$ cat src/design/perf_cnt_params.svh
`ifndef PERF_CNT_PARAMS_SVH
`define PERF_CNT_PARAMS_SVH

// Counter count and widths
`define PERF_NUM_CNT    4
`define PERF_HPM_WIDTH  40
`define PERF_ADDR_W     12

// Low-half counter CSR addresses
`define PERF_CSR_MCYCLE   12'hB00
`define PERF_CSR_MINSTRET 12'hB02
`define PERF_CSR_MHPM3    12'hB03
`define PERF_CSR_MHPM4    12'hB04

// High halves sit at a fixed offset from the low halves
`define PERF_CSR_HI_OFS   12'h080

// Counter inhibit register
`define PERF_CSR_INHIBIT  12'h320

`endif

$ cat src/design/perf_cnt_pkg.sv
`default_nettype none

`include "perf_cnt_params.svh"

package perf_cnt_pkg;

  // CSR bus words
  typedef logic [`PERF_ADDR_W-1:0] csr_addr_t;
  typedef logic [31:0]             csr_data_t;

  // Full 64-bit architectural view of any counter
  typedef logic [63:0] cnt_val_t;

  // One bit per counter, ordered as cnt_idx_e
  typedef logic [`PERF_NUM_CNT-1:0] cnt_mask_t;

  // Counter index
  typedef enum logic [1:0] {
    CNT_CYCLE   = 2'd0,
    CNT_INSTRET = 2'd1,
    CNT_HPM3    = 2'd2,
    CNT_HPM4    = 2'd3
  } cnt_idx_e;

endpackage

`default_nettype wire

$ cat src/design/perf_cnt_top.sv
`default_nettype none

`include "perf_cnt_params.svh"

module perf_cnt_top (
  input  logic                    clk_i,
  input  logic                    rst_ni,

  input  logic                    csr_we_i,
  input  logic                    csr_re_i,
  input  perf_cnt_pkg::csr_addr_t csr_addr_i,
  input  perf_cnt_pkg::csr_data_t csr_wdata_i,
  input  logic                    instr_ret_i,
  input  logic [1:0]              hpm_event_i,

  output perf_cnt_pkg::csr_data_t csr_rdata_o,
  output logic                    csr_rvalid_o,
  output logic                    csr_err_o
);

  import perf_cnt_pkg::*;

  cnt_mask_t cnt_we;
  cnt_mask_t cnt_weh;
  cnt_mask_t cnt_inc;
  csr_data_t wr_val;
  logic      rd_en;
  cnt_idx_e  rd_idx;
  logic      rd_high;
  logic      rd_inhibit;
  cnt_mask_t inhibit;
  cnt_val_t  mcycle_val;
  cnt_val_t  minstret_val;
  cnt_val_t  mhpm3_val;
  cnt_val_t  mhpm4_val;

  perf_csr_decode u_decode (
    .clk_i        (clk_i),
    .rst_ni       (rst_ni),
    .csr_we_i     (csr_we_i),
    .csr_re_i     (csr_re_i),
    .csr_addr_i   (csr_addr_i),
    .csr_wdata_i  (csr_wdata_i),
    .instr_ret_i  (instr_ret_i),
    .hpm_event_i  (hpm_event_i),
    .cnt_we_o     (cnt_we),
    .cnt_weh_o    (cnt_weh),
    .cnt_inc_o    (cnt_inc),
    .wr_val_o     (wr_val),
    .rd_en_o      (rd_en),
    .rd_idx_o     (rd_idx),
    .rd_high_o    (rd_high),
    .rd_inhibit_o (rd_inhibit),
    .inhibit_o    (inhibit),
    .csr_err_o    (csr_err_o)
  );

  perf_counter #(.CounterWidth(64)) u_mcycle (
    .clk_i         (clk_i),
    .rst_ni        (rst_ni),
    .counter_inc_i (cnt_inc[CNT_CYCLE]),
    .counter_we_i  (cnt_we[CNT_CYCLE]),
    .counterh_we_i (cnt_weh[CNT_CYCLE]),
    .counter_val_i (wr_val),
    .counter_val_o (mcycle_val)
  );

  perf_counter #(.CounterWidth(64)) u_minstret (
    .clk_i         (clk_i),
    .rst_ni        (rst_ni),
    .counter_inc_i (cnt_inc[CNT_INSTRET]),
    .counter_we_i  (cnt_we[CNT_INSTRET]),
    .counterh_we_i (cnt_weh[CNT_INSTRET]),
    .counter_val_i (wr_val),
    .counter_val_o (minstret_val)
  );

  // Event counters are narrower
  perf_counter #(.CounterWidth(`PERF_HPM_WIDTH)) u_mhpm3 (
    .clk_i         (clk_i),
    .rst_ni        (rst_ni),
    .counter_inc_i (cnt_inc[CNT_HPM3]),
    .counter_we_i  (cnt_we[CNT_HPM3]),
    .counterh_we_i (cnt_weh[CNT_HPM3]),
    .counter_val_i (wr_val),
    .counter_val_o (mhpm3_val)
  );

  perf_counter #(.CounterWidth(`PERF_HPM_WIDTH)) u_mhpm4 (
    .clk_i         (clk_i),
    .rst_ni        (rst_ni),
    .counter_inc_i (cnt_inc[CNT_HPM4]),
    .counter_we_i  (cnt_we[CNT_HPM4]),
    .counterh_we_i (cnt_weh[CNT_HPM4]),
    .counter_val_i (wr_val),
    .counter_val_o (mhpm4_val)
  );

  perf_csr_read u_read (
    .clk_i        (clk_i),
    .rst_ni       (rst_ni),
    .rd_en_i      (rd_en),
    .rd_idx_i     (rd_idx),
    .rd_high_i    (rd_high),
    .rd_inhibit_i (rd_inhibit),
    .inhibit_i    (inhibit),
    .cnt0_val_i   (mcycle_val),
    .cnt1_val_i   (minstret_val),
    .cnt2_val_i   (mhpm3_val),
    .cnt3_val_i   (mhpm4_val),
    .csr_rdata_o  (csr_rdata_o),
    .csr_rvalid_o (csr_rvalid_o)
  );

endmodule

`default_nettype wire

$ cat src/design/perf_counter.sv
`default_nettype none

module perf_counter #(
  parameter int CounterWidth = 64
) (
  input  logic                    clk_i,
  input  logic                    rst_ni,

  input  logic                    counter_inc_i,
  input  logic                    counter_we_i,
  input  logic                    counterh_we_i,
  input  perf_cnt_pkg::csr_data_t counter_val_i,
  output perf_cnt_pkg::cnt_val_t  counter_val_o
);

  import perf_cnt_pkg::*;

  cnt_val_t                counter;
  cnt_val_t                counter_load;
  logic [CounterWidth-1:0] counter_q;
  logic [CounterWidth-1:0] counter_d;

  always_comb begin
    // Replace one half, keep the other
    if (counterh_we_i) begin
      counter_load = {counter_val_i, counter[31:0]};
    end else begin
      counter_load = {counter[63:32], counter_val_i};
    end

    // Writes win over the increment
    if (counter_we_i || counterh_we_i) begin
      counter_d = counter_load[CounterWidth-1:0];
    end else if (counter_inc_i) begin
      counter_d = counter_q + {{(CounterWidth-1){1'b0}}, 1'b1};
    end else begin
      counter_d = counter_q;
    end
  end

  always_ff @(posedge clk_i) begin
    if (!rst_ni) begin
      counter_q <= '0;
    end else begin
      counter_q <= counter_d;
    end
  end

  // Upper bits of a narrow counter read as zero
  if (CounterWidth < 64) begin : g_narrow
    assign counter = {{(64-CounterWidth){1'b0}}, counter_q};
  end else begin : g_full
    assign counter = counter_q;
  end

  assign counter_val_o = counter;

  // Decode raises at most one half strobe per counter
  a_single_half: assert property (@(posedge clk_i) disable iff (!rst_ni)
    !(counter_we_i && counterh_we_i));

endmodule

`default_nettype wire

$ cat src/design/perf_csr_decode.sv
`default_nettype none

`include "perf_cnt_params.svh"

module perf_csr_decode (
  input  logic                    clk_i,
  input  logic                    rst_ni,

  input  logic                    csr_we_i,
  input  logic                    csr_re_i,
  input  perf_cnt_pkg::csr_addr_t csr_addr_i,
  input  perf_cnt_pkg::csr_data_t csr_wdata_i,
  input  logic                    instr_ret_i,
  input  logic [1:0]              hpm_event_i,

  output perf_cnt_pkg::cnt_mask_t cnt_we_o,
  output perf_cnt_pkg::cnt_mask_t cnt_weh_o,
  output perf_cnt_pkg::cnt_mask_t cnt_inc_o,
  output perf_cnt_pkg::csr_data_t wr_val_o,

  output logic                    rd_en_o,
  output perf_cnt_pkg::cnt_idx_e  rd_idx_o,
  output logic                    rd_high_o,
  output logic                    rd_inhibit_o,

  output perf_cnt_pkg::cnt_mask_t inhibit_o,
  output logic                    csr_err_o
);

  import perf_cnt_pkg::*;

  cnt_mask_t lo_hit;
  cnt_mask_t hi_hit;
  logic      inh_hit;
  logic      addr_ok;
  cnt_idx_e  hit_idx;
  cnt_mask_t inhibit_q;
  cnt_mask_t events;
  logic      err_q;

  // Address match
  always_comb begin
    lo_hit  = '0;
    hi_hit  = '0;
    inh_hit = 1'b0;
    hit_idx = CNT_CYCLE;
    case (csr_addr_i)
      `PERF_CSR_MCYCLE: begin
        lo_hit[CNT_CYCLE] = 1'b1;
      end
      `PERF_CSR_MINSTRET: begin
        lo_hit[CNT_INSTRET] = 1'b1;
        hit_idx             = CNT_INSTRET;
      end
      `PERF_CSR_MHPM3: begin
        lo_hit[CNT_HPM3] = 1'b1;
        hit_idx          = CNT_HPM3;
      end
      `PERF_CSR_MHPM4: begin
        lo_hit[CNT_HPM4] = 1'b1;
        hit_idx          = CNT_HPM4;
      end
      `PERF_CSR_MCYCLE + `PERF_CSR_HI_OFS: begin
        hi_hit[CNT_CYCLE] = 1'b1;
      end
      `PERF_CSR_MINSTRET + `PERF_CSR_HI_OFS: begin
        hi_hit[CNT_INSTRET] = 1'b1;
        hit_idx             = CNT_INSTRET;
      end
      `PERF_CSR_MHPM3 + `PERF_CSR_HI_OFS: begin
        hi_hit[CNT_HPM3] = 1'b1;
        hit_idx          = CNT_HPM3;
      end
      `PERF_CSR_MHPM4 + `PERF_CSR_HI_OFS: begin
        hi_hit[CNT_HPM4] = 1'b1;
        hit_idx          = CNT_HPM4;
      end
      `PERF_CSR_INHIBIT: begin
        inh_hit = 1'b1;
      end
      default: begin
        inh_hit = 1'b0;
      end
    endcase
  end

  assign addr_ok = (|lo_hit) | (|hi_hit) | inh_hit;

  // Counter writes land on the same edge as the strobe
  assign cnt_we_o  = csr_we_i ? lo_hit : '0;
  assign cnt_weh_o = csr_we_i ? hi_hit : '0;
  assign wr_val_o  = csr_wdata_i;

  // Architectural inhibit bits 0, 2, 3, 4 packed into four bits
  always_ff @(posedge clk_i) begin
    if (!rst_ni) begin
      inhibit_q <= '0;
    end else if (csr_we_i && inh_hit) begin
      inhibit_q <= {csr_wdata_i[4], csr_wdata_i[3], csr_wdata_i[2], csr_wdata_i[0]};
    end
  end

  assign inhibit_o = inhibit_q;

  // Cycle counter counts every cycle
  assign events    = {hpm_event_i[1], hpm_event_i[0], instr_ret_i, 1'b1};
  assign cnt_inc_o = events & ~inhibit_q;

  // Read selection goes straight to the read side, which holds the register stage
  assign rd_en_o      = csr_re_i & addr_ok;
  assign rd_idx_o     = hit_idx;
  assign rd_high_o    = |hi_hit;
  assign rd_inhibit_o = inh_hit;

  // One-cycle error pulse for any undecoded access
  always_ff @(posedge clk_i) begin
    if (!rst_ni) begin
      err_q <= 1'b0;
    end else begin
      err_q <= (csr_we_i | csr_re_i) & ~addr_ok;
    end
  end

  assign csr_err_o = err_q;

  a_one_write: assert property (@(posedge clk_i) disable iff (!rst_ni)
    $onehot0({cnt_weh_o, cnt_we_o}));

  // The core never issues a read and a write in the same cycle
  a_no_rd_wr: assert property (@(posedge clk_i) disable iff (!rst_ni)
    !(csr_we_i && csr_re_i));

endmodule

`default_nettype wire

$ cat src/design/perf_csr_read.sv
`default_nettype none

module perf_csr_read (
  input  logic                    clk_i,
  input  logic                    rst_ni,

  input  logic                    rd_en_i,
  input  perf_cnt_pkg::cnt_idx_e  rd_idx_i,
  input  logic                    rd_high_i,
  input  logic                    rd_inhibit_i,
  input  perf_cnt_pkg::cnt_mask_t inhibit_i,

  input  perf_cnt_pkg::cnt_val_t  cnt0_val_i,
  input  perf_cnt_pkg::cnt_val_t  cnt1_val_i,
  input  perf_cnt_pkg::cnt_val_t  cnt2_val_i,
  input  perf_cnt_pkg::cnt_val_t  cnt3_val_i,

  output perf_cnt_pkg::csr_data_t csr_rdata_o,
  output logic                    csr_rvalid_o
);

  import perf_cnt_pkg::*;

  cnt_val_t  cnt_sel;
  csr_data_t inhibit_word;
  csr_data_t rdata_d;
  csr_data_t rdata_q;
  logic      rvalid_q;

  always_comb begin
    case (rd_idx_i)
      CNT_CYCLE:   cnt_sel = cnt0_val_i;
      CNT_INSTRET: cnt_sel = cnt1_val_i;
      CNT_HPM3:    cnt_sel = cnt2_val_i;
      default:     cnt_sel = cnt3_val_i;
    endcase

    // Back to architectural positions, bit 1 stays zero
    inhibit_word    = '0;
    inhibit_word[0] = inhibit_i[CNT_CYCLE];
    inhibit_word[2] = inhibit_i[CNT_INSTRET];
    inhibit_word[3] = inhibit_i[CNT_HPM3];
    inhibit_word[4] = inhibit_i[CNT_HPM4];

    if (rd_inhibit_i) begin
      rdata_d = inhibit_word;
    end else if (rd_high_i) begin
      rdata_d = cnt_sel[63:32];
    end else begin
      rdata_d = cnt_sel[31:0];
    end
  end

  // Data holds until the next read
  always_ff @(posedge clk_i) begin
    if (!rst_ni) begin
      rdata_q  <= '0;
      rvalid_q <= 1'b0;
    end else begin
      rvalid_q <= rd_en_i;
      if (rd_en_i) begin
        rdata_q <= rdata_d;
      end
    end
  end

  assign csr_rdata_o  = rdata_q;
  assign csr_rvalid_o = rvalid_q;

  a_rd_en_known: assert property (@(posedge clk_i) disable iff (!rst_ni)
    !$isunknown(rd_en_i));

endmodule

`default_nettype wire

$ cat config.mk
export PLATFORM = sky130hd
export DESIGN_NAME = perf_cnt_top
export DESIGN_NICKNAME = d
export VERILOG_FILES = /design/src/design/perf_cnt_pkg.sv /design/src/design/perf_cnt_top.sv /design/src/design/perf_counter.sv /design/src/design/perf_csr_decode.sv /design/src/design/perf_csr_read.sv
export VERILOG_INCLUDE_DIRS = /design/src /design/src/design
export SDC_FILE = /design/constraint.sdc
export NUM_CORES = 1
export LEC_CHECK = 0
export CORE_UTILIZATION = 35
export DETAILED_ROUTE_END_ITERATION = 16
export DONT_BUFFER_PORTS = 1
export GPL_ROUTABILITY_DRIVEN = 0
export PLACE_DENSITY_LB_ADDON = 0.08
export SLEW_MARGIN = 20
export SYNTH_ARGS = -nofsm -noshare
export SYNTH_HDL_FRONTEND = slang
export SYNTH_HIERARCHICAL = 1
export SYNTH_SLANG_ARGS = --single-unit
$ cat constraint.sdc
create_clock -name clk_i -period 5.4 [get_ports clk_i]
set_input_delay 1.08 -clock clk_i [delete_from_list [all_inputs] [get_ports clk_i]]
set_output_delay 1.08 -clock clk_i [all_outputs]
set_load 0.05 [all_outputs]
==> results_dict.tcl <==
set metrics [dict create \
    synth_area_leaders "dfxtp_1 27%, a21oi_1 5.6%, nand2_1 4.8%" \
    postCtsHoldBufs 0 \
    ios 85 \
    n_fill_cell 5217 \
    finalWirelength_um 89800 \
    post-route-min-period_ns 3.64 \
    yosys_most_used_dff "dfxtp_1" \
    grt_max_degree 136 \
    ys_ff_latch 246 \
    cp-start-kind "primary input" \
    worstPathCellList "or4b_4, or3_4, nor3_4, buf_12, nor2_2, a22oi_1, o221ai_1, a22o_1" \
    wire_per_inst_um 30.5 \
    syn_inst 2348 \
    p_leak_nw 6.02 \
    ctsResizeCount 0 \
    power.density_nw_per_um2 225 \
    grt_first_pass_wirelength_um 129000 \
    drcViolationCount 0 \
    skew_ns 0.0163 \
    postSynthAreaPerCell_um2 7.69 \
    drive_gt1_frac 0.0992 \
    finalInstanceArea_um2 19300 \
    maxSlewViolCount 0 \
    run_status "completed" \
    relSlewSlack 0.222 \
    yosysUniqueCellTypes 86 \
    rsz0062_at_grt "no" \
    post_drt_via_cell_ratio 6.71 \
    die_x_um 229 \
    cpPeakStageDelay_ns 0.53 \
    grt_usage 0.330 \
    maxCapViolations 0 \
    endpoint_kind "register" \
    finalWorstSetupSlack_ns 1.76 \
    synth_top_cell_area_share 0.273 \
    cts_buffer_depth 3 \
    postCtsSetupBuffers 0 \
    dr.first_iter.drc_count 2819 \
    cts_made_buffers 35 \
    rows 82 \
    num-nets-final 2297 \
    hp-class "reg -> reg" \
    layout_worst_path_cycle_share 0.674 \
    clock.fmax_mhz 275 \
    ys_seq_area_frac 0.273 \
    worst_pin_slew_ns 1.16 \
    cp_max_fo 36 \
    synth_enable_flop_cells 0 \
    clock-root-buffer "clkbuf_16" \
    areaGrowthSynthToFinish_pct 6.84 \
    port_buffers 0 \
    antenna_left 0 \
    num_vias 19779 \
    syn_area_um2 18100 \
    crit_type "in -> reg" \
    clock-sinks 246 \
    core-area_um2 50600 \
    fin_tns_setup_ns 0 \
    htreeDepth 2 \
    utilization 0.382 \
    insertion_delay_ns 0.56 \
    dp_slack_ns 1.28 \
    worst_path_max_delay_cell "or4b_4" \
    placed_area_um2 18200 \
    synthArstFlopShare 0 \
    dieArea_um2 52500 \
    final_hold_viol_count 0 \
    worstPathArrival_ns 4.09 \
    worstPathRequired_ns 5.85 \
    drt-pass1-iter-count 7 \
    antenna_found_initial 9 \
    synth_warnings 6 \
    setup_violations 0 \
    die_h_um 229 \
    tritoncts "done" \
    post-synth-top-area-cell "dfxtp_1" \
    grt_pass1_vias 17743 \
    overflow 0 \
    clkTransAtPathRegs_ns 0.06 \
    initial_core_util 0.357 \
    ir_worst_vdd_uv 159 \
    hpwl_um 62500 \
]
-- state kept, by name (all words and copies together), names as in the netlist --
| register | count |
|---|---|
| u_decode/csr_err_o | 1 |
| u_mcycle/counter_val_o | 64 |
| u_mhpm3/counter_q | 40 |
| u_decode/inhibit_o | 4 |
| u_minstret/counter_val_o | 64 |
| u_read/csr_rdata_o | 32 |
| u_mhpm4/counter_q | 40 |
| u_read/csr_rvalid_o | 1 |
-- stage by stage --
stage | hold WS [ns] | total power, mW | std cells
floorplan | 0.451 | 2.05 | 2394
global placement | 0.463 | 2.04 | 2877
detailed placement | 0.471 | 2.04 | 2877
CTS | 0.479 | 4.36 | 2940
global route | 0.525 | 4.45 | 2942
finish | 0.483 | 4.33 | 2947
-- cell type report --
type / count / area [um2] / area share
clock buffers: 56 / 1060 / 0.0548
well taps: 672 / 841 / 0.0436
flip-flops and latches: 246 / 4920 / 0.255
clock inverters: 7 / 60.1 / 0.00311
repair buffers: 48 / 385 / 0.0200
multi-input cells: 1870 / 11900 / 0.614
inverters: 41 / 154 / 0.00797
diodes: 7 / 17.5 / 0.000908
-- cell usage in the layout, fill, tap and decap left out, types with 37 or more instances in the layout --
cell	instances
a31oi_1	45
nor3_1	67
a22o_1	40
nand3_1	137
conb_1	48
nand2_1	229
o21ai_0	124
clkbuf_16	37
mux2i_1	70
nor2_1	158
dfxtp_1	246
and3_1	54
inv_1	39
a21oi_1	202
nand4_1	73
buf_4	46
-- synthesized netlist by cell type, types with 45 or more instances --
cell type  instances
nand3_1          137
clkbuf_1         104
mux2i_1           70
nand2_1          229
a31oi_1           45
dfxtp_1          246
and3_1            54
buf_4             82
o21ai_0          125
nor3_1            69
nand4_1           73
a21oi_1          203
nor2_1           168
-- cells by family (layout without fill, tap and decap cells) --
group	after synthesis	in the layout	synth area share
adder cells (fa/ha/maj)	4	4	0.00277
AO/OA/AOI/OAI	734	734	0.276
AND/OR/NAND/NOR	948	948	0.281
buffers and inverters	278	152	0.0842
multiplexers	105	105	0.0681
XOR/XNOR	31	31	0.0150
other	2	55	0.000416
flip-flops	246	246	0.273
-- critical path, delay by kind of cell --
kind,cells,cell delay (ns)
AND/OR/NAND/NOR,4,1.43
AO/OA/AOI/OAI,3,1.24
buffers and inverters,1,0.31
-- final timing paths --
| kind | startpoint | cells past startpoint | end | slack (ns) |
|---|---|---|---|---|
| hold reg to reg | u_decode/inhibit_o[1]$_SDFFE_PN0P_ | 2 | u_decode/inhibit_o[1]$_SDFFE_PN0P_ | 0.48 |
| hold / removal | u_decode/inhibit_o[1]$_SDFFE_PN0P_ | 2 | u_decode/inhibit_o[1]$_SDFFE_PN0P_ | 0.48 |
| setup reg to reg | u_minstret/counter_val_o[2]$_SDFFE_PN0P_ | 6 | u_minstret/counter_val_o[63]$_SDFFE_PN0P_ | 2.28 |
| setup / recovery | csr_addr_i[5] | 8 | u_read/csr_rdata_o[14]$_SDFFE_PN0P_ | 1.76 |
-- metal layers --
| metal | part of all wire | vias up | GRT usage | wire [um] |
|---|---|---|---|---|
| li1 | - | 8681 | - | - |
| met3 | 0.098 | 217 | 0.0793 | 8830 |
| met2 | 0.43 | 1157 | 0.494 | 38800 |
| met1 | 0.42 | 9724 | 0.439 | 37600 |
| met4 | 0.051 | 0 | 0.165 | 4610 |
| met5 | 0 | - | 0 | 0 |
-- report_power, final --
| part | internal [mW] | switching, mW |
|---|---|---|
| Sequential | 1.83 | 0.0313 |
| Clock | 1.39 | 0.939 |
| Combinational | 0.0457 | 0.105 |
| Total | 3.26 | 1.08 |
Note: power is estimated with default switching activity, not from simulation.
